$ cat src/ss_pkg.sv
`default_nettype none

package ss_pkg;

  // Widths with a meaning
  typedef logic [31:0] word_t;
  typedef logic [7:0]  ss_addr_t;

  // Number of state words in the core
  localparam int SS_WORDS = 16;

  // Bridge window, 0x4xxxxxxx below the byte length of the state
  localparam logic [3:0]  SS_WINDOW_TAG   = 4'h4;
  localparam logic [27:0] SS_WINDOW_BYTES = 28'(SS_WORDS * 4);

  // Cycles spent on one address before bus_out is taken
  localparam int SS_READ_WAIT = 10;

  // Core model safe point period
  localparam int SS_SAFE_PERIOD = 8;

  // Load FIFO depth
  localparam int SS_FIFO_DEPTH = 4;

  typedef enum logic [3:0] {
    init,
    save_busy,
    save_data,
    save_wait_read,
    load_data,
    load_delay,
    load_wait_host,
    load_busy_host,
    load_done_host
  } ctrl_state_t;

  // Bridge is big endian by nibble
  function automatic word_t nibble_swap(input word_t w);
    word_t r;
    for (int i = 0; i < 8; i++) begin
      r[4*i +: 4] = w[4*(7-i) +: 4];
    end
    return r;
  endfunction

endpackage

`default_nettype wire

$ cat src/ss_load_fifo.sv
`default_nettype none

module ss_load_fifo (
  input  wire                clk_sys,
  input  wire                reset,
  input  wire                bridge_wr,
  input  wire ss_pkg::word_t bridge_addr,
  input  wire ss_pkg::word_t bridge_wr_data,
  input  wire                fifo_pop,
  output ss_pkg::word_t      load_data,
  output logic               fifo_empty
);

  localparam int PTR_W = $clog2(ss_pkg::SS_FIFO_DEPTH);

  ss_pkg::word_t    mem [ss_pkg::SS_FIFO_DEPTH];
  logic [PTR_W-1:0] wr_ptr;
  logic [PTR_W-1:0] rd_ptr;
  logic [PTR_W:0]   count;
  logic             in_window;
  logic             do_push;
  logic             do_pop;

  assign in_window = (bridge_addr[31:28] == ss_pkg::SS_WINDOW_TAG) &&
                     (bridge_addr[27:0] < ss_pkg::SS_WINDOW_BYTES);

  // Full pushes and empty pops are dropped
  assign do_push = bridge_wr && in_window && (count != (PTR_W+1)'(ss_pkg::SS_FIFO_DEPTH));
  assign do_pop  = fifo_pop && (count != '0);

  assign fifo_empty = (count == '0);

  always_ff @(posedge clk_sys) begin
    if (reset) begin
      wr_ptr <= '0;
      rd_ptr <= '0;
      count  <= '0;
    end else begin
      if (do_push) begin
        wr_ptr <= wr_ptr + 1'b1;
      end
      if (do_pop) begin
        rd_ptr <= rd_ptr + 1'b1;
      end
      if (do_push && !do_pop) begin
        count <= count + 1'b1;
      end else if (do_pop && !do_push) begin
        count <= count - 1'b1;
      end
    end
  end

  // Storage and output word, no show-ahead
  always_ff @(posedge clk_sys) begin
    if (do_push) begin
      mem[wr_ptr] <= ss_pkg::nibble_swap(bridge_wr_data);
    end
    if (do_pop) begin
      load_data <= mem[rd_ptr];
    end
  end

endmodule

`default_nettype wire

$ cat src/ss_save_buffer.sv
`default_nettype none

module ss_save_buffer (
  input  wire                clk_sys,
  input  wire                reset,
  input  wire                buf_write,
  input  wire ss_pkg::word_t bus_out,
  input  wire                bridge_rd,
  input  wire ss_pkg::word_t bridge_addr,
  output ss_pkg::word_t      read_data,
  output logic               buf_empty
);

  ss_pkg::word_t data;
  logic          full;
  logic          in_window;

  assign in_window = (bridge_addr[31:28] == ss_pkg::SS_WINDOW_TAG) &&
                     (bridge_addr[27:0] < ss_pkg::SS_WINDOW_BYTES);

  // Full flag, a capture wins over a release in the same cycle
  always_ff @(posedge clk_sys) begin
    if (reset) begin
      full <= 1'b0;
    end else if (buf_write) begin
      full <= 1'b1;
    end else if (bridge_rd && in_window) begin
      full <= 1'b0;
    end
  end

  always_ff @(posedge clk_sys) begin
    if (buf_write) begin
      data <= bus_out;
    end
  end

  assign read_data = ss_pkg::nibble_swap(data);
  assign buf_empty = !full;

endmodule

`default_nettype wire

$ cat src/save_state_controller.sv
`default_nettype none

module save_state_controller (
  input  wire                  clk_sys,
  input  wire                  reset,

  // Host requests and status
  input  wire                  savestate_start,
  output logic                 savestate_start_ack,
  output logic                 savestate_start_busy,
  output logic                 savestate_start_ok,
  output logic                 savestate_start_err,
  input  wire                  savestate_load,
  output logic                 savestate_load_ack,
  output logic                 savestate_load_busy,
  output logic                 savestate_load_ok,
  output logic                 savestate_load_err,

  // Load FIFO and save buffer
  input  wire                  fifo_empty,
  output logic                 fifo_pop,
  input  wire ss_pkg::word_t   load_data,
  input  wire                  buf_empty,
  output logic                 buf_write,

  // Savestate bus
  output ss_pkg::ss_addr_t     bus_addr,
  output ss_pkg::word_t        bus_in,
  output logic                 bus_wren,
  output logic                 bus_reset,
  input  wire                  ss_ready,
  output logic                 ss_halt,
  output logic                 ss_reset
);

  localparam ss_pkg::ss_addr_t LAST_ADDR = ss_pkg::ss_addr_t'(ss_pkg::SS_WORDS - 1);
  localparam logic [3:0] CAPTURE_CNT = 4'(ss_pkg::SS_READ_WAIT - 1);
  localparam logic [3:0] ADVANCE_CNT = 4'(ss_pkg::SS_READ_WAIT);

  ss_pkg::ctrl_state_t state;
  logic [3:0]          cycle_count;

  // Never raised
  assign savestate_start_err = 1'b0;
  assign savestate_load_err  = 1'b0;

  // FIFO head goes straight onto the bus
  assign bus_in = load_data;

  always_ff @(posedge clk_sys) begin
    if (reset) begin
      state                <= ss_pkg::init;
      cycle_count          <= '0;
      bus_addr             <= '0;
      bus_wren             <= 1'b0;
      bus_reset            <= 1'b1;
      ss_halt              <= 1'b0;
      ss_reset             <= 1'b0;
      fifo_pop             <= 1'b0;
      buf_write            <= 1'b0;
      savestate_start_ack  <= 1'b0;
      savestate_start_busy <= 1'b0;
      savestate_start_ok   <= 1'b0;
      savestate_load_ack   <= 1'b0;
      savestate_load_busy  <= 1'b0;
      savestate_load_ok    <= 1'b0;
    end else begin
      case (state)
        ss_pkg::init: begin
          ss_halt   <= 1'b0;
          ss_reset  <= 1'b0;
          bus_reset <= 1'b0;
          bus_addr  <= '0;
          if (savestate_start) begin
            state                <= ss_pkg::save_busy;
            savestate_start_ack  <= 1'b1;
            savestate_start_busy <= 1'b0;
            savestate_start_ok   <= 1'b0;
            savestate_load_ok    <= 1'b0;
          end else if (!fifo_empty) begin
            // Host began writing a state; wraps to 0 on the first write
            state    <= ss_pkg::load_data;
            bus_addr <= '1;
            ss_halt  <= 1'b1;
          end
        end

        ss_pkg::save_busy: begin
          savestate_start_ack  <= 1'b0;
          savestate_start_busy <= 1'b1;
          // Wait for a safe point in the core
          if (ss_ready) begin
            state                <= ss_pkg::save_data;
            bus_addr             <= '0;
            ss_halt              <= 1'b1;
            cycle_count          <= '0;
            savestate_start_busy <= 1'b0;
            savestate_start_ok   <= 1'b1;
          end
        end

        ss_pkg::save_data: begin
          buf_write   <= 1'b0;
          cycle_count <= cycle_count + 4'h1;
          if (cycle_count == CAPTURE_CNT) begin
            buf_write <= 1'b1;
          end else if (cycle_count == ADVANCE_CNT) begin
            cycle_count <= '0;
            bus_addr    <= bus_addr + 8'h1;
            if (bus_addr == LAST_ADDR) begin
              state <= ss_pkg::init;
            end else begin
              state <= ss_pkg::save_wait_read;
            end
          end
        end

        // Hold until the host has read the buffer
        ss_pkg::save_wait_read: begin
          if (buf_empty) begin
            state <= ss_pkg::save_data;
          end
        end

        ss_pkg::load_data: begin
          bus_wren <= 1'b0;
          if (bus_addr == LAST_ADDR) begin
            state <= ss_pkg::load_wait_host;
          end else if (!fifo_empty) begin
            state    <= ss_pkg::load_delay;
            fifo_pop <= 1'b1;
          end
        end

        // Popped word is valid next cycle, write it then
        ss_pkg::load_delay: begin
          state    <= ss_pkg::load_data;
          fifo_pop <= 1'b0;
          bus_addr <= bus_addr + 8'h1;
          bus_wren <= 1'b1;
        end

        ss_pkg::load_wait_host: begin
          if (savestate_load) begin
            state               <= ss_pkg::load_busy_host;
            savestate_load_ack  <= 1'b1;
            savestate_load_busy <= 1'b0;
            savestate_load_ok   <= 1'b0;
            savestate_start_ok  <= 1'b0;
            ss_reset            <= 1'b1;
          end
        end

        ss_pkg::load_busy_host: begin
          state               <= ss_pkg::load_done_host;
          savestate_load_ack  <= 1'b0;
          savestate_load_busy <= 1'b1;
        end

        ss_pkg::load_done_host: begin
          state               <= ss_pkg::init;
          savestate_load_busy <= 1'b0;
          savestate_load_ok   <= 1'b1;
        end

        default: begin
          state <= ss_pkg::init;
        end
      endcase
    end
  end

endmodule

`default_nettype wire

$ cat src/ss_core_state.sv
`default_nettype none

module ss_core_state (
  input  wire                   clk_sys,
  input  wire                   reset,
  input  wire ss_pkg::ss_addr_t bus_addr,
  input  wire ss_pkg::word_t    bus_in,
  input  wire                   bus_wren,
  input  wire                   bus_reset,
  output ss_pkg::word_t         bus_out,
  input  wire                   ss_halt,
  input  wire                   ss_reset,
  output logic                  ss_ready
);

  localparam int IDX_W  = $clog2(ss_pkg::SS_WORDS);
  localparam int SAFE_W = $clog2(ss_pkg::SS_SAFE_PERIOD);
  localparam logic [SAFE_W-1:0] SAFE_LAST = SAFE_W'(ss_pkg::SS_SAFE_PERIOD - 1);

  ss_pkg::word_t     regs [ss_pkg::SS_WORDS];
  logic [IDX_W-1:0]  idx;
  logic              addr_ok;
  logic [SAFE_W-1:0] safe_cnt;

  assign idx     = bus_addr[IDX_W-1:0];
  assign addr_ok = (bus_addr < ss_pkg::ss_addr_t'(ss_pkg::SS_WORDS));

  // State registers, bus_reset loads the defaults
  always_ff @(posedge clk_sys) begin
    if (bus_reset) begin
      for (int i = 0; i < ss_pkg::SS_WORDS; i++) begin
        regs[i] <= '0;
      end
    end else if (bus_wren && addr_ok) begin
      regs[idx] <= bus_in;
    end
  end

  // Unmapped addresses read as zero
  assign bus_out = addr_ok ? regs[idx] : '0;

  // Safe point counter, frozen while halted
  always_ff @(posedge clk_sys) begin
    if (reset || ss_reset) begin
      safe_cnt <= '0;
    end else if (!ss_halt) begin
      if (safe_cnt == SAFE_LAST) begin
        safe_cnt <= '0;
      end else begin
        safe_cnt <= safe_cnt + 1'b1;
      end
    end
  end

  assign ss_ready = (safe_cnt == SAFE_LAST) && !ss_halt;

endmodule

`default_nettype wire

$ cat src/save_state_top.sv
`default_nettype none

module save_state_top (
  input  wire                clk_sys,
  input  wire                reset,

  // Bridge
  input  wire                bridge_wr,
  input  wire                bridge_rd,
  input  wire ss_pkg::word_t bridge_addr,
  input  wire ss_pkg::word_t bridge_wr_data,
  output ss_pkg::word_t      bridge_rd_data,

  // Host savestate status
  input  wire                savestate_load,
  output logic               savestate_load_ack,
  output logic               savestate_load_busy,
  output logic               savestate_load_ok,
  output logic               savestate_load_err,
  input  wire                savestate_start,
  output logic               savestate_start_ack,
  output logic               savestate_start_busy,
  output logic               savestate_start_ok,
  output logic               savestate_start_err
);

  wire                   fifo_pop;
  wire                   fifo_empty;
  wire ss_pkg::word_t    load_data;
  wire                   buf_write;
  wire                   buf_empty;
  wire ss_pkg::ss_addr_t bus_addr;
  wire ss_pkg::word_t    bus_in;
  wire ss_pkg::word_t    bus_out;
  wire                   bus_wren;
  wire                   bus_reset;
  wire                   ss_ready;
  wire                   ss_halt;
  wire                   ss_reset;

  ss_load_fifo u_load_fifo (
    .clk_sys        (clk_sys),
    .reset          (reset),
    .bridge_wr      (bridge_wr),
    .bridge_addr    (bridge_addr),
    .bridge_wr_data (bridge_wr_data),
    .fifo_pop       (fifo_pop),
    .load_data      (load_data),
    .fifo_empty     (fifo_empty)
  );

  ss_save_buffer u_save_buffer (
    .clk_sys     (clk_sys),
    .reset       (reset),
    .buf_write   (buf_write),
    .bus_out     (bus_out),
    .bridge_rd   (bridge_rd),
    .bridge_addr (bridge_addr),
    .read_data   (bridge_rd_data),
    .buf_empty   (buf_empty)
  );

  save_state_controller u_controller (
    .clk_sys              (clk_sys),
    .reset                (reset),
    .savestate_start      (savestate_start),
    .savestate_start_ack  (savestate_start_ack),
    .savestate_start_busy (savestate_start_busy),
    .savestate_start_ok   (savestate_start_ok),
    .savestate_start_err  (savestate_start_err),
    .savestate_load       (savestate_load),
    .savestate_load_ack   (savestate_load_ack),
    .savestate_load_busy  (savestate_load_busy),
    .savestate_load_ok    (savestate_load_ok),
    .savestate_load_err   (savestate_load_err),
    .fifo_empty           (fifo_empty),
    .fifo_pop             (fifo_pop),
    .load_data            (load_data),
    .buf_empty            (buf_empty),
    .buf_write            (buf_write),
    .bus_addr             (bus_addr),
    .bus_in               (bus_in),
    .bus_wren             (bus_wren),
    .bus_reset            (bus_reset),
    .ss_ready             (ss_ready),
    .ss_halt              (ss_halt),
    .ss_reset             (ss_reset)
  );

  ss_core_state u_core_state (
    .clk_sys   (clk_sys),
    .reset     (reset),
    .bus_addr  (bus_addr),
    .bus_in    (bus_in),
    .bus_wren  (bus_wren),
    .bus_reset (bus_reset),
    .bus_out   (bus_out),
    .ss_halt   (ss_halt),
    .ss_reset  (ss_reset),
    .ss_ready  (ss_ready)
  );

endmodule

`default_nettype wire

$ cat config.mk
export PLATFORM = sky130hd
export DESIGN_NAME = save_state_top
export DESIGN_NICKNAME = d
export VERILOG_FILES = /design/src/ss_pkg.sv /design/src/ss_load_fifo.sv /design/src/ss_save_buffer.sv /design/src/save_state_controller.sv /design/src/ss_core_state.sv /design/src/save_state_top.sv
export SDC_FILE = /design/constraint.sdc
export NUM_CORES = 1
export LEC_CHECK = 0
export ABC_AREA = 0
export BUFFER_PORTS_ARGS = -buffer_cell sky130_fd_sc_hd__buf_2
export CAP_MARGIN = 20
export CELL_PAD_IN_SITES_DETAIL_PLACEMENT = 1
export CELL_PAD_IN_SITES_GLOBAL_PLACEMENT = 1
export CORE_MARGIN = 5
export CORE_UTILIZATION = 30
export CTS_BUF_LIST = sky130_fd_sc_hd__clkbuf_4
export DETAILED_ROUTE_END_ITERATION = 7
export PLACE_DENSITY = 0.57
export SETUP_SLACK_MARGIN = 0.05
export SLEW_MARGIN = 20
export SYNTH_ARGS = -nofsm -noshare
export SYNTH_HDL_FRONTEND = slang
export SYNTH_SLANG_ARGS = --single-unit
$ cat constraint.sdc
create_clock -name clk_sys -period 7.96 [get_ports clk_sys]
set_clock_uncertainty 0.05 [all_clocks]
set_input_delay 0.796 -clock clk_sys [delete_from_list [all_inputs] [get_ports clk_sys]]
set_output_delay 0.796 -clock clk_sys [all_outputs]
set_load 0.005 [all_outputs]
# Yosys cells after proc, flatten, opt, wreduce, memory -nomap -nowiden
# Memory sizes are Yosys's and may differ from the RTL's. A register that Yosys moved wholly into a read port is not among the register bits.
# Cells that the tools add are included.
# classes
n_addsub	7
muxes	57
reduce_logical	40
n_eq_ne	24
magnitude_cmp	2
# op_table
cell	n
two-way mux 4 bit	13
two-way mux 8 bit	5
two-way mux 32 bit	1
one-hot mux 4 bit (8 select lines)	1
one-hot mux 8 bit (4 select lines)	1
OR reduction 32 bit	1
< comparator 28 x 7 -> 1 bit, second input constant	1
two-way mux 1 bit	21
equality test 4 x 3 -> 1 bit, second input constant	5
!= test 2 bit, second input constant	7
one-hot mux 1 bit (2 select lines)	7
nonzero test 2 bit	7
equality test 4 bit, second input constant	3
AND reduction 2 bit	6
nonzero test 3 bit	4
logical AND 1 bit	9
two-way mux 3 bit	3
!= test 3 bit, second input constant	3
one-hot mux 1 bit (3 select lines)	3
adder 8 x 1 -> 8 bit, second input constant	1
equality test 4 x 2 -> 1 bit, second input constant	2
equality test 8 x 4 -> 1 bit, second input constant	1
< comparator 8 x 5 -> 1 bit, second input constant	1
one-hot mux 4 bit (2 select lines)	1
other kinds (16)	23
# totals
ramBits	640
register_bits	39
n_memories	2
inputBits	70
word_cells	152
output_inout_bits	40
# memory_table
name	depth	word_bits	read_ports	rd_clocked_by_memory_dff	write_ports	line_no	source
u_core_state.regs	16	32	1	1	16	ss_core_state.sv:20	ss_pkg::word_t regs [ss_pkg::SS_WORDS];
u_load_fifo.mem	4	32	1	1	1	ss_load_fifo.sv:16	ss_pkg::word_t mem [ss_pkg::SS_FIFO_DEPTH];

# Longest topological paths before layout
# Gate-level depths: netlist of the first run.
# logic_depth
ltp_word	8
depth_mapped	9
ltp_nobuf	9

# Hierarchy
# A second synthesis of the first run with hierarchy kept.
# hier_totals
cells_unflattened	2043
area_unflattened_um2	32693.9
# by_module_without_submodules
mod	area_each_um2	seq_area_each_um2	cells_each	n_inst
ss_core_state	23714.0	15434.8	1515	1
ss_load_fifo	6060.8	4944.7	254	1
save_state_controller	1854.3	560.5	230	1
ss_save_buffer	1064.8	980.9	44	1

# Least setup slack after synthesis of the first run
# No wires, ideal clock.
# synth_timing
path_type	in2reg
from	input bridge_addr[27]
to	register u_load_fifo.count[2]
n_path_buf	0
t_required_ns	7.840
cell_stages	9
t_arrival_ns	3.054
setup_time_ns	0.070
setup_slack_ns	4.786
path_cell_list	nor4b_1 > nand4_1 > nor3_1 > ha_1 > inv_1 > fa_1 > xor2_1 > or3_1 > a21oi_1
# synth_via
elab_chain_cells	7
word_cells_on_any_way	9
cone_classes	1 x order compare; 1 x mux; 7 x reduce/logical
# synth_lines
element	line_no	source
from (decl)	save_state_top.sv:10	input wire ss_pkg::word_t bridge_addr,
< comparator 28 x 7 -> 1 bit (*)	ss_load_fifo.sv:25	(bridge_addr[27:0] < ss_pkg::SS_WINDOW_BYTES);
logical AND 1 bit (*)	ss_load_fifo.sv:24	assign in_window = (bridge_addr[31:28] == ss_pkg::SS_WINDOW_TAG) &&
logical AND 1 bit (*) (2 in series)	ss_load_fifo.sv:28	assign do_push = bridge_wr && in_window && (count != (PTR_W+1)'(ss_pkg::SS_FIFO_DEPTH));
net u_load_fifo.do_push	ss_load_fifo.sv:21	logic do_push;
logical NOT 1 bit	ss_load_fifo.sv:47	end else if (do_pop && !do_push) begin
logical AND 1 bit	ss_load_fifo.sv:47	
nonzero test 2 bit (no line)	--	
to (signal assigned)	ss_load_fifo.sv:46	count <= count + 1'b1;
to (signal assigned)	ss_load_fifo.sv:48	count <= count - 1'b1;
to (decl)	ss_load_fifo.sv:19	logic [PTR_W:0] count;
# The timed path passes the listed nets; every way through them passes the cells marked *.
# A chain may end at the register's enable or synchronous reset.

==> results of run 1 <==
==> cell usage in the layout, fill, tap and decap left out, types with 25 or more instances in the layout <==
cell,netlist,routed
edfxtp_1,704,704
and2_1,517,517
buf_4,2,43
mux4_2,160,160
dlygate4sd3_1,0,33
o22ai_1,33,33
mux2i_1,67,67
dfxtp_1,39,34
clkinv_1,1,42
nor2_1,31,31
clkbuf_4,0,280
a21oi_1,25,25
buf_2,28,101
==> kinds of logic after synthesis <==
logic type,synth area share (%)
other,0.0117
adders and majority gates,0.610
buffers and inverters,2.29
xor gates and xnor gates,0.137
AOI/OAI and AO/OA,2.08
and+or+nand+nor,12.9
DFF,68.5
muxes,13.4
==> cell usage after synthesis (all sizes together), types with 2 or more instances <==
master	number
a211oi	7
a21o	2
a21oi	25
a221oi	2
a31oi	6
and2	517
buf	36
clkbuf	116
dfxtp	39
edfxtp	704
ha	14
inv	14
mux2	2
mux2i	67
mux4	160
nand2	19
nand2b	7
nand3	9
nand3b	2
nand4	3
nor2	42
nor3	22
nor3b	3
nor4	10
nor4b	2
o211ai	2
o21a	2
o21ai	23
o22ai	33
o31ai	3
or2	17
or3	2
xor2	4
==> tightest hold or removal path: stages <==
cell and delay, ns:
buf_2 0.16, a21oi_1 0.15, a211oi_1 0.06
==> what timing repair did <==
action                    in CTS  in global routing
hold endpoints to repair     129                  0
setup buffers                  0                  0
hold buffers                  33                  0
==> power groups by stage <==
stage | sequential, uW | combinational [uW] | clock (uW)
after CTS | 5700 | 2360 | 3370
after detailed placement | 5790 | 2340 | 0
final | 5690 | 2290 | 3230
after global placement | 5690 | 2310 | 0
after global routing | 5770 | 2470 | 3580
after floorplan | 5590 | 1640 | 0
==> routing by layer <==
metal	part of all wire, %	track usage, %	vias up
li1	-	-	7843
met1	42	18.7	9147
met2	51	26.0	476
met3	5.2	3.36	131
met4	1.9	4.79	0
met5	0	0	-
==> worst paths after layout <==
kind / from / end / slack [ns]
max: u_controller.bus_addr[0]$_SDFFE_PP0P_ / u_core_state.regs[5][15]$_SDFFCE_PN0P_ / 4.38
min reg2reg: u_controller.savestate_start_busy$_SDFFE_PP0P_ / u_controller.savestate_start_busy$_SDFFE_PP0P_ / 0.40
max reg2reg: u_controller.bus_addr[0]$_SDFFE_PP0P_ / u_core_state.regs[5][15]$_SDFFCE_PN0P_ / 4.38
min: savestate_start / u_controller.savestate_start_ack$_SDFFE_PP0P_ / 0.18
==> layout make-up <==
type | count | area [sq um]
Tap cell | 1391 | 1740
Timing Repair Buffer | 178 | 1180
Clock inverter | 55 | 300
Inverter | 15 | 56.3
Fill cell | 10805 | 68900
Sequential cell | 743 | 21900
Antenna cell | 5 | 12.5
Multi-Input combinational cell | 1024 | 9350
Clock buffer | 280 | 2100
==> registers in the layout, indices dropped and copies added (netlist names), 2 cells and up <==
name	cells
u_load_fifo.count	3
u_load_fifo.mem	128
u_core_state.regs	512
u_load_fifo.wr_ptr	2
u_save_buffer.data	32
u_load_fifo.load_data	32
u_load_fifo.rd_ptr	2
u_core_state.safe_cnt	3
u_controller.state	4
u_controller.bus_addr	8
u_controller.cycle_count	4
==> metrics by stage <==
step / hold WS, ns / util, % / std cells
CTS: 0.0229 / 34.7 / 3686
global placement: 0.401 / 32.1 / 3318
detailed placement: 0.404 / 32.1 / 3318
global route: 0.0945 / 34.7 / 3689
floorplan: 0.403 / - / 1934
finish: 0.176 / 34.7 / 3691
==> metrics.md, run 1 <==
| Metric | Value |
|---|---|
| Outcome | `finished clean` |
| Most used DFF post-synth | `edfxtp_1` |
| First-pass GRT wire length | `roughly 130 mm` |
| H-Tree Depth | `4` |
| Synth top area share | `about two thirds` |
| RSZ-0062 raised after global routing | `no` |
| CP Buf/Inv Count | `2` |
| Vias per inst | `4.77` |
| Cell-internal power | `between 8000 and 9000 uW` |
| Final nets | `roughly 2200` |
| Logic pwr share | `around a fifth` |
| Post-synthesis sequential area ratio | `between 60% and 70%` |
| Clk_lat worst skew | `about 1.0 ns` |
| CP arrival | `4.14 ns` |
| Post-synth cell types | `62` |
| HPWL reported at the end of detailed placement | `around 47 mm` |
| VDD IR max | `0.244 mV` |
| Min Tclk post-route | `approximately 3.6 ns` |
| Final worst-path cycle share | `a little under half` |
| Required time worst endpoint | `8.52 ns` |
| Core footprint | `approximately 110000 sq um` |
| Post-synth EDFFs | `around 700` |
| Pwr Density | `306 nW/um^2` |
| Crit path depth | `6` |
| Crit path cell chain | `buf_12, ha_1, nand2_4, nor2_4, or2_2, buf_4` |
| Area leader, netlist | `edfxtp_1` |
| CP peak stage delay | `between 0.8 and 0.9 ns` |
| Crit. End Element | `flip-flop` |
| Critical path fanouts, max | `roughly 110` |
| Final setup violating endpoints | `0` |
| Share of cells above drive strength 1 | `about 28%` |
| Starting Density | `30.3%` |
| Clock power frac | `28.9%` |
| Hold crit path type | `in -> reg` |
| 1st-iter DRT viols | `978` |
| Top post-synthesis cells by area | `edfxtp_1 66%, mux4_2 11%, and2_1 10%, dfxtp_1 2.4%, mux2i_1 2.1%` |
| CTS tree | `done` |
| Reg2Reg Depth | `6` |
| Synthesized netlist cell count | `1933` |
| CP startpoint kind | `flip-flop` |
| DIE WIDTH | `approximately 340 microns` |
| Sequential power share | `50.7%` |
| TNS Setup | `0 ns` |
| Avg WL per Cell | `roughly 23 microns` |
| Net Sw Frac | `around 29%` |
| Slew headroom | `a little under a quarter` |
| Max_cap viols | `0` |
| Pre-CTS setup slack | `4.30 ns` |
| Synth Register Bits | `around 740` |
| Fin. max-slew vios | `0` |
| Die height | `between 300 and 400 microns` |
| RD Place Congestion | `a little over 0.7` |
| Via Count | `between 15000 and 20000` |
| Crit path max-delay family | `buffers and inverters` |
| Kind of critical path | `reg -> reg` |
| Port buffer count | `a little over 100` |
| Initial antenna violation count | `7` |
| Post-CTS Resized | `0` |
| Inserted Clock Buffers | `approximately 200` |
| CTS Sinks | `around 740` |
| Die ar. | `around 110000 sq um` |
| Io pins | `110` |
| First drt pass iteration count | `7` |
| Largest net degree at the start of global routing | `107` |
| Leakage | `between 0.01 and 0.015 uW` |
| Syn Std Cell Area | `~32000 sq um` |
| Post-route setup slack | `between 4 and 5 ns` |
| Hold path depth | `3` |
| Yosys Warn Count | `0` |
| Area growth syn-to-layout | `14.6%` |
| GR Overflow Total | `0` |
| Fmax | `roughly 280 MHz` |
| Worst-Margin Slew | `between 1 and 1.5 ns` |
| Total track usage | `roughly 15%` |
| Total power | `between 10000 and 15000 uW` |
| Post-DRT Antenna Nets | `0` |
| Area after DPL | `approximately 34000 sq um` |
| Syn avg cell area | `16.5 sq um` |
| # DRC | `0` |
| Routed WL | `roughly 84 mm` |
| Vias in the first global route | `19623` |
| Switching pwr | `3200 uW` |
| FP Rows | `about 120` |
| Clock Root Buffer | `clkbuf_4` |
| Clk buf depth | `3` |
| Clock-pin slew on the worst setup and hold paths | `roughly 0.070 ns` |
| CP max stage cell | `nor2_4` |
| Final instance area | `roughly 37000 sq um` |
| Post-synth ARST share | `0%` |
| Final hold viol count | `0` |
(Power assumes the default switching activity.)
==> run 2: changes to the inputs <==
PLACE_DENSITY = 0.59   (was 0.57)
clock period = 2.9 ns   (was 7.96 ns; I/O delays follow)
==> metrics.md, run 2 (synthesis gave the netlist of run 1 again) <==
| Metric | Value |
|---|---|
| Max FFs per register | `just over 500` |
| Initial antenna violation count | `3` |
| Avg WL per Cell | `between 20 and 25 microns` |
| Reg2Reg Depth | `6` |
| FP Rows | `~120` |
| CTS Sinks | `between 700 and 800` |
| 1st-iter DRT viols | `1132` |
| Share of cells above drive strength 1 | `between 20% and 30%` |
| Worst flop-to-flop path startpoint | `u_controller.bus_addr[4]$_SDFFE_PP0P_` |
| H-Tree Depth | `4` |
| Outcome | `finished clean` |
| Die height | `roughly 340 microns` |
| # DRC | `0` |
| Hold WS | `~0.12 ns` |
| Min Tclk post-route | `2.54 ns` |
| DIE WIDTH | `around 340 microns` |
| Inst Count DP | `roughly 3400` |
| Most common cell after layout, fill and taps aside | `edfxtp_1` |
| Routed WL | `roughly 85 mm` |
| Hold path depth | `7` |
| R2r setup slk | `0.42 ns` |
| Largest Register | `u_core_state.regs` |
| Clk buf depth | `3` |
| Area growth syn-to-layout | `17.9%` |
| Largest net degree at the start of global routing | `69` |
| Crit path cell chain | `dlygate4sd3_1, buf_2, nor2_1, dlygate4sd3_1, nand4_1, nor3_1, ha_1, inv_1, fa_1, xor2_1, or3_1, a21oi_1` |
| RSZ-0062 raised after global routing | `no` |
| CP arrival | `3.40 ns` |
| Final nets | `approximately 2300` |
| Max_cap viols | `0` |
| Starting Density | `around 30%` |
| CP startpoint kind | `primary input` |
| Commonest non-fill, non-tap cells in the layout | `704 x edfxtp_1, 517 x and2_1, 291 x clkbuf_4` |
| Leakage | `approximately 0.013 uW` |
| First-pass GRT wire length | `between 100 and 150 mm` |
| CP Buf/Inv Count | `4` |
| Post-DRT Antenna Nets | `0` |
| Slew headroom | `between 40% and 50%` |
| CP max stage cell | `dlygate4sd3_1` |
| Crit. End Element | `flip-flop` |
| CP peak stage delay | `0.56 ns` |
| Io pins | `110` |
| Pwr Density | `around 840 nW/um^2` |
| Clock-pin slew on the worst setup and hold paths | `roughly 0.06 ns` |
| Fmax | `between 300 and 400 MHz` |
| Clock Root Buffer | `clkbuf_4` |
| Die ar. | `about 110000 sq um` |
| Hold crit path type | `in -> reg` |
| Final hold viol count | `0` |
| Vias per inst | `4.79` |
| Hold_sp | `bridge_addr[7]` |
| Reg2reg end | `u_core_state.regs[6][9]$_SDFFCE_PN0P_` |
| Core footprint | `roughly 110000 sq um` |
| Vias in the first global route | `roughly 20000` |
| Inserted Clock Buffers | `a little under 200` |
| Port buffer count | `roughly 100` |
| Via Count | `between 15000 and 20000` |
| VDD IR max | `0.392 mV` |
| Fin. max-slew vios | `0` |
| Worst Hold Endpoint | `u_load_fifo.count[1]$_SDFFE_PP0P_` |
| Critical path fanouts, max | `2` |
| Clk_lat worst skew | `roughly 1.0 ns` |
| Crit path max-delay family | `buffers and inverters` |
| Final worst-path cycle share | `just under 90%` |
| First drt pass iteration count | `5` |
| GR Overflow Total | `0` |
| Total track usage | `approximately 15%` |
| Required time worst endpoint | `between 3 and 4 ns` |
| Non-Filler Instances | `around 3800` |
| Final setup violating endpoints | `0` |
| TNS Setup | `0 ns` |
| Post-layout util | `roughly 36%` |
| RD Place Congestion | `~0.74` |
| CTS tree | `done` |
| HPWL reported at the end of detailed placement | `49.6 mm` |
| Worst-Margin Slew | `roughly 0.87 ns` |
| CP most frequent cell | `dlygate4sd3_1` |
| Largest registers | `u_core_state.regs x512, u_load_fifo.mem x128` |
| Kind of critical path | `in -> reg` |
## run 2: changes by cell type in the layout (fill, tap and decap cells not counted), sizes merged
cell	previous run	this run
clkinvlp	3	1
diode	5	3
clkinv	44	34
clkbuf	280	291
buf	145	177
dlygate4sd3	33	76
## run 2: per-layer routing
metal / vias up / global-route usage (%) / part of all wire, %
met4: 0 / 4.94 / 2.0
met2: 498 / 26.1 / 50
met3: 118 / 3.17 / 5.1
met1: 9424 / 19.3 / 43
li1: 7995 / - / -
met5: - / 0 / 0
## run 2: timing repair
item / 4_1_cts / 5_1_grt
setup endpoints to repair: 0 / 1
buffers inserted: 0 / 0
endpoints found under the hold margin: 167 / 2
hold buffers: 74 / 3
gates resized for setup: 0 / 2
## run 2: final cells by class
cell class	count	area, sq um
Antenna cell	3	7.51
Clock buffer	291	2180
Clock inverter	43	255
Fill cell	10833	67800
Inverter	15	56.3
Multi-Input combinational cell	1024	9350
Sequential cell	743	21900
Tap cell	1391	1740
Timing Repair Buffer	253	2190
## run 2: worst register-to-register path, stage by stage, from the launching register on
cell,delay (ns)
dfxtp_1,0.40
nor4_4,0.47
and3b_4,0.36
nand2_4,0.10
nor2_2,0.13
or2_2,0.42
buf_12,0.25
## run 2: where the power goes
part / leakage [uW] / internal, uW / total, uW / switching (uW)
logic: 0.00441 / 3130 / 7050 / 3930
registers: 0.00756 / 14800 / 15500 / 687
clock network: 0.00146 / 4680 / 9040 / 4360
total: 0.0134 / 22600 / 31500 / 8980
## run 2: worst max path at each step
| stage | slack (ns) | cells after the start | end | from |
|---|---|---|---|---|
| 2_1_floorplan | 0.23 | 9 | u_load_fifo.count[2]$_SDFFE_PP0P_ | bridge_addr[27] |
| 3_3_place_gp | 0.21 | 10 | u_load_fifo.count[2]$_SDFFE_PP0P_ | bridge_addr[27] |
| 3_5_place_dp | 0.19 | 10 | u_load_fifo.count[2]$_SDFFE_PP0P_ | bridge_addr[12] |
| 4_1_cts | 0.18 | 9 | u_load_fifo.count[2]$_SDFFE_PP0P_ | u_load_fifo.count[0]$_SDFFE_PP0P_ |
| 5_1_grt | 0.25 | 6 | u_core_state.regs[6][9]$_SDFFCE_PN0P_ | u_controller.bus_addr[4]$_SDFFE_PP0P_ |
| 6_report | 0.36 | 12 | u_load_fifo.count[2]$_SDFFE_PP0P_ | bridge_addr[20] |
## run 2: metrics by stage
step                worst slack [ns]  instance area [sq um]  total power, uW
floorplan                      0.232                  32000            19900
global placement               0.209                  34500            22500
detailed placement             0.188                  34500            22800
CTS                            0.176                  37700            32100
global route                   0.253                  37700            33200
finish                         0.360                  37700            31500
==> run 3: changes to the inputs <==
ABC_AREA = 1   (was 0)
CAP_MARGIN = 10   (was 20)
PLACE_DENSITY = 0.61   (was 0.59)
==> metrics.md, run 3 <==
| Metric | Value |
|---|---|
| Hold_sp | `savestate_start` |
| Crit path cell chain | `nor2_1, a21boi_0, nand3_1, dlygate4sd3_1, inv_1, ha_1, inv_1, fa_1, nor2_1, nor2_1, nand2_1, o21ai_0, a21oi_1` |
| Io pins | `110` |
| Kind of critical path | `reg -> reg` |
| WL met1 | `42.4 mm` |
| Vias in the first global route | `between 20000 and 25000` |
| Post-DRT Antenna Nets | `0` |
| Port buffer count | `just over 100` |
| Most common cell in the synthesized netlist | `nor2_1` |
| Synth Register Bits | `743` |
| Max FFs per register | `between 500 and 600` |
| R2r setup slk | `roughly 0.3 ns` |
| Largest net degree at the start of global routing | `97` |
| Worst Hold Endpoint | `u_controller.ss_halt$_SDFFE_PP0P_` |
| Area growth syn-to-layout | `17.4%` |
| Post-CTS setup buffer count | `0` |
| Hold crit path type | `in -> reg` |
| Vias per inst | `4.86` |
| Post-synth ARST share | `0%` |
| CP peak stage delay | `between 0.6 and 0.7 ns` |
| Top post-synthesis cells by area | `edfxtp_1 67%, nor2_1 12%, o21ai_0 4.6%, nand2_1 3.5%, o22ai_1 3.2%` |
| Routed WL | `between 90 and 100 mm` |
| Post-layout util | `between 30% and 40%` |
| CTS tree | `done` |
| Share of cells above drive strength 1 | `about 17%` |
| Clock-pin slew on the worst setup and hold paths | `~0.06 ns` |
| FP Rows | `between 100 and 150` |
| Synth Area in Simple Gates | `between 10% and 20%` |
| Hold path depth | `7` |
| Most common cell after layout, fill and taps aside | `nor2_1` |
| Most frequent cells after synthesis | `971 x nor2_1, 704 x edfxtp_1, 290 x nand2_1, 290 x o21ai_0, 160 x o22ai_1` |
| Leakage | `0.0145 uW` |
| Synthesized netlist cell count | `approximately 2900` |
| Synth top area share | `67.3%` |
| HPWL reported at the end of detailed placement | `roughly 54 mm` |
| VDD IR max | `0.400 mV` |
| Starting Density | `a little under a third` |
| Worst flop-to-flop path startpoint | `u_load_fifo.count[1]$_SDFFE_PP0P_` |
| Slew headroom | `between 40% and 50%` |
| Final setup violating endpoints | `0` |
| CP Buf/Inv Count | `3` |
| RD Place Congestion | `around 0.77` |
| Required time worst endpoint | `3.89 ns` |
| Via Count | `22818` |
| Post-synth cell types | `36` |
| CP max stage cell | `dlygate4sd3_1` |
| XOR/XNOR share of the synthesized area | `less than 1%` |
| Syn Std Cell Area | `about 31000 sq um` |
| Critical Path Start | `u_load_fifo.count[1]$_SDFFE_PP0P_` |
| Pwr Density | `roughly 870 nW/um^2` |
| Yosys Warn Count | `0` |
| First-pass GRT wire length | `145 mm` |
| DR top layer | `met4` |
| Worst-Margin Slew | `0.798 ns` |
| Mux contribution to synthesized area | `0%` |
| Final nets | `about 3200` |
| Reg2reg end | `u_load_fifo.count[2]$_SDFFE_PP0P_` |
| Die ar. | `between 100000 and 150000 sq um` |
| Largest registers | `u_core_state.regs x512, u_load_fifo.mem x128` |
| Clk buf depth | `3` |
| CTS Sinks | `between 700 and 800` |
| First drt pass iteration count | `6` |
| GR Overflow Total | `0` |
| TNS Setup | `0 ns` |
| CP arrival | `about 3.6 ns` |
| Metal2 WL | `roughly 46 mm` |
| Avg WL per Cell | `a little over 20 microns` |
| Complex-gate fraction of the synthesized area | `9.12%` |
| # DRC | `0` |
| Post-Synth Adder-Cell Area | `less than 1%` |
| Most used DFF post-synth | `edfxtp_1` |
| Final hold viol count | `0` |
| Reg2Reg Depth | `13` |
| Routed wl met3 | `around 5.5 mm` |
| CP most frequent cell | `nor2_1` |
| Clk_lat worst skew | `1.13 ns` |
| Commonest non-fill, non-tap cells in the layout | `966 x nor2_1, 704 x edfxtp_1, 309 x clkbuf_4` |
| Post-synthesis sequential area ratio | `between 60% and 70%` |
| Max_cap viols | `0` |
| 1st-iter DRT viols | `1768` |
| RSZ-0062 raised after global routing | `no` |
| Largest Register | `u_core_state.regs` |
| Inserted Clock Buffers | `205` |
| Largest family of logic cells by synthesized area | `simple AND/OR/NAND/NOR gates` |
| Fmax | `385 MHz` |
| Min Tclk post-route | `roughly 2.6 ns` |
| Clock Root Buffer | `clkbuf_4` |
| Post-synth EDFFs | `about 700` |
| DIE WIDTH | `334 microns` |
| Critical path fanouts, max | `3` |
| CP startpoint kind | `flip-flop` |
| Initial antenna violation count | `3` |
| Crit path max-delay family | `buffers and inverters` |
| Die height | `approximately 330 microns` |
| Area leader, netlist | `edfxtp_1` |
| Outcome | `finished clean` |
| Syn avg cell area | `approximately 11 sq um` |
| Final worst-path cycle share | `between 80% and 90%` |
| Core footprint | `between 100000 and 150000 sq um` |
| Total track usage | `between 10% and 20%` |
| Crit. End Element | `flip-flop` |
| Fin. max-slew vios | `0` |
| H-Tree Depth | `4` |
==> run 3: cell families (layout without fill, tap and decap cells) <==
kind of cell               Yosys count  in the layout
other                                1              9
buffers and inverters              302            716
and+or+nand+nor                   1301           1301
DFF                                743            743
adders and majority gates           15             15
xor gates and xnor gates             5              5
AOI/OAI and AO/OA                  530            530
==> run 3: worst max-delay path by stage <==
stage,cells after the start,to
final,13,u_load_fifo.count[2]$_SDFFE_PP0P_
after global routing,13,u_load_fifo.count[2]$_SDFFE_PP0P_
after CTS,13,u_load_fifo.count[2]$_SDFFE_PP0P_
after detailed placement,7,u_core_state.regs[6][1]$_SDFFCE_PN0P_
after global placement,7,u_core_state.regs[6][1]$_SDFFCE_PN0P_
after floorplan,11,u_core_state.regs[10][0]$_SDFFCE_PN0P_
==> run 3: timing repair <==
item / 4_1_cts / 5_1_grt
endpoints found under the setup margin: 0 / 1
hold endpoints to repair: 167 / 0
hold buffers: 77 / 0
resized for setup: 0 / 1
==> run 3: layout make-up <==
type                       instances  area [sq um]
inverter                          93           359
timing repair buffer             258          2030
multi-input combinational       1853          8180
fill                           11675         66900
antenna                            7          17.5
clock buffer                     309          2320
sequential                       743         21900
clock inverter                    56           342
tap                             1380          1730
==> run 3: through the flow <==
| stage | setup slack (ns) | cell area, sq um | power, uW | cells | hold slack (ns) |
|---|---|---|---|---|---|
| 3_3_place_gp | 0.623 | 33400 | 22400 | 4250 | 0.401 |
| 4_1_cts | 0.206 | 36900 | 32500 | 4692 | 0.106 |
| 3_5_place_dp | 0.607 | 33400 | 22600 | 4250 | 0.412 |
| 6_report | 0.300 | 36900 | 32000 | 4699 | 0.251 |
| 2_1_floorplan | 0.182 | 31400 | 19500 | 2898 | 0.309 |
| 5_1_grt | 0.0528 | 36900 | 33900 | 4696 | 0.272 |
==> run 3: report_power, final <==
part           internal, uW  leakage, uW  switching (uW)  total [uW]
Combinational          2050      0.00528            5270        7310
Clock                  5130      0.00158            4570        9700
Sequential            14400      0.00761             628       15000
Total                 21600       0.0145           10500       32000
==> run 3: routing by layer <==
layer / global-route usage (%) / up-vias
met5: 0 / -
met2: 28.2 / 577
li1: - / 10599
met3: 3.37 / 158
met4: 5.79 / 0
met1: 22.3 / 11484
==> run 3: tightest hold or removal path, stage by stage <==
cell and delay [ns]:
dlygate4sd3_1 0.53, buf_2 0.13, inv_1 0.05, nand2_1 0.06, inv_1 0.05, o21ai_0 0.15, a31oi_1 0.05
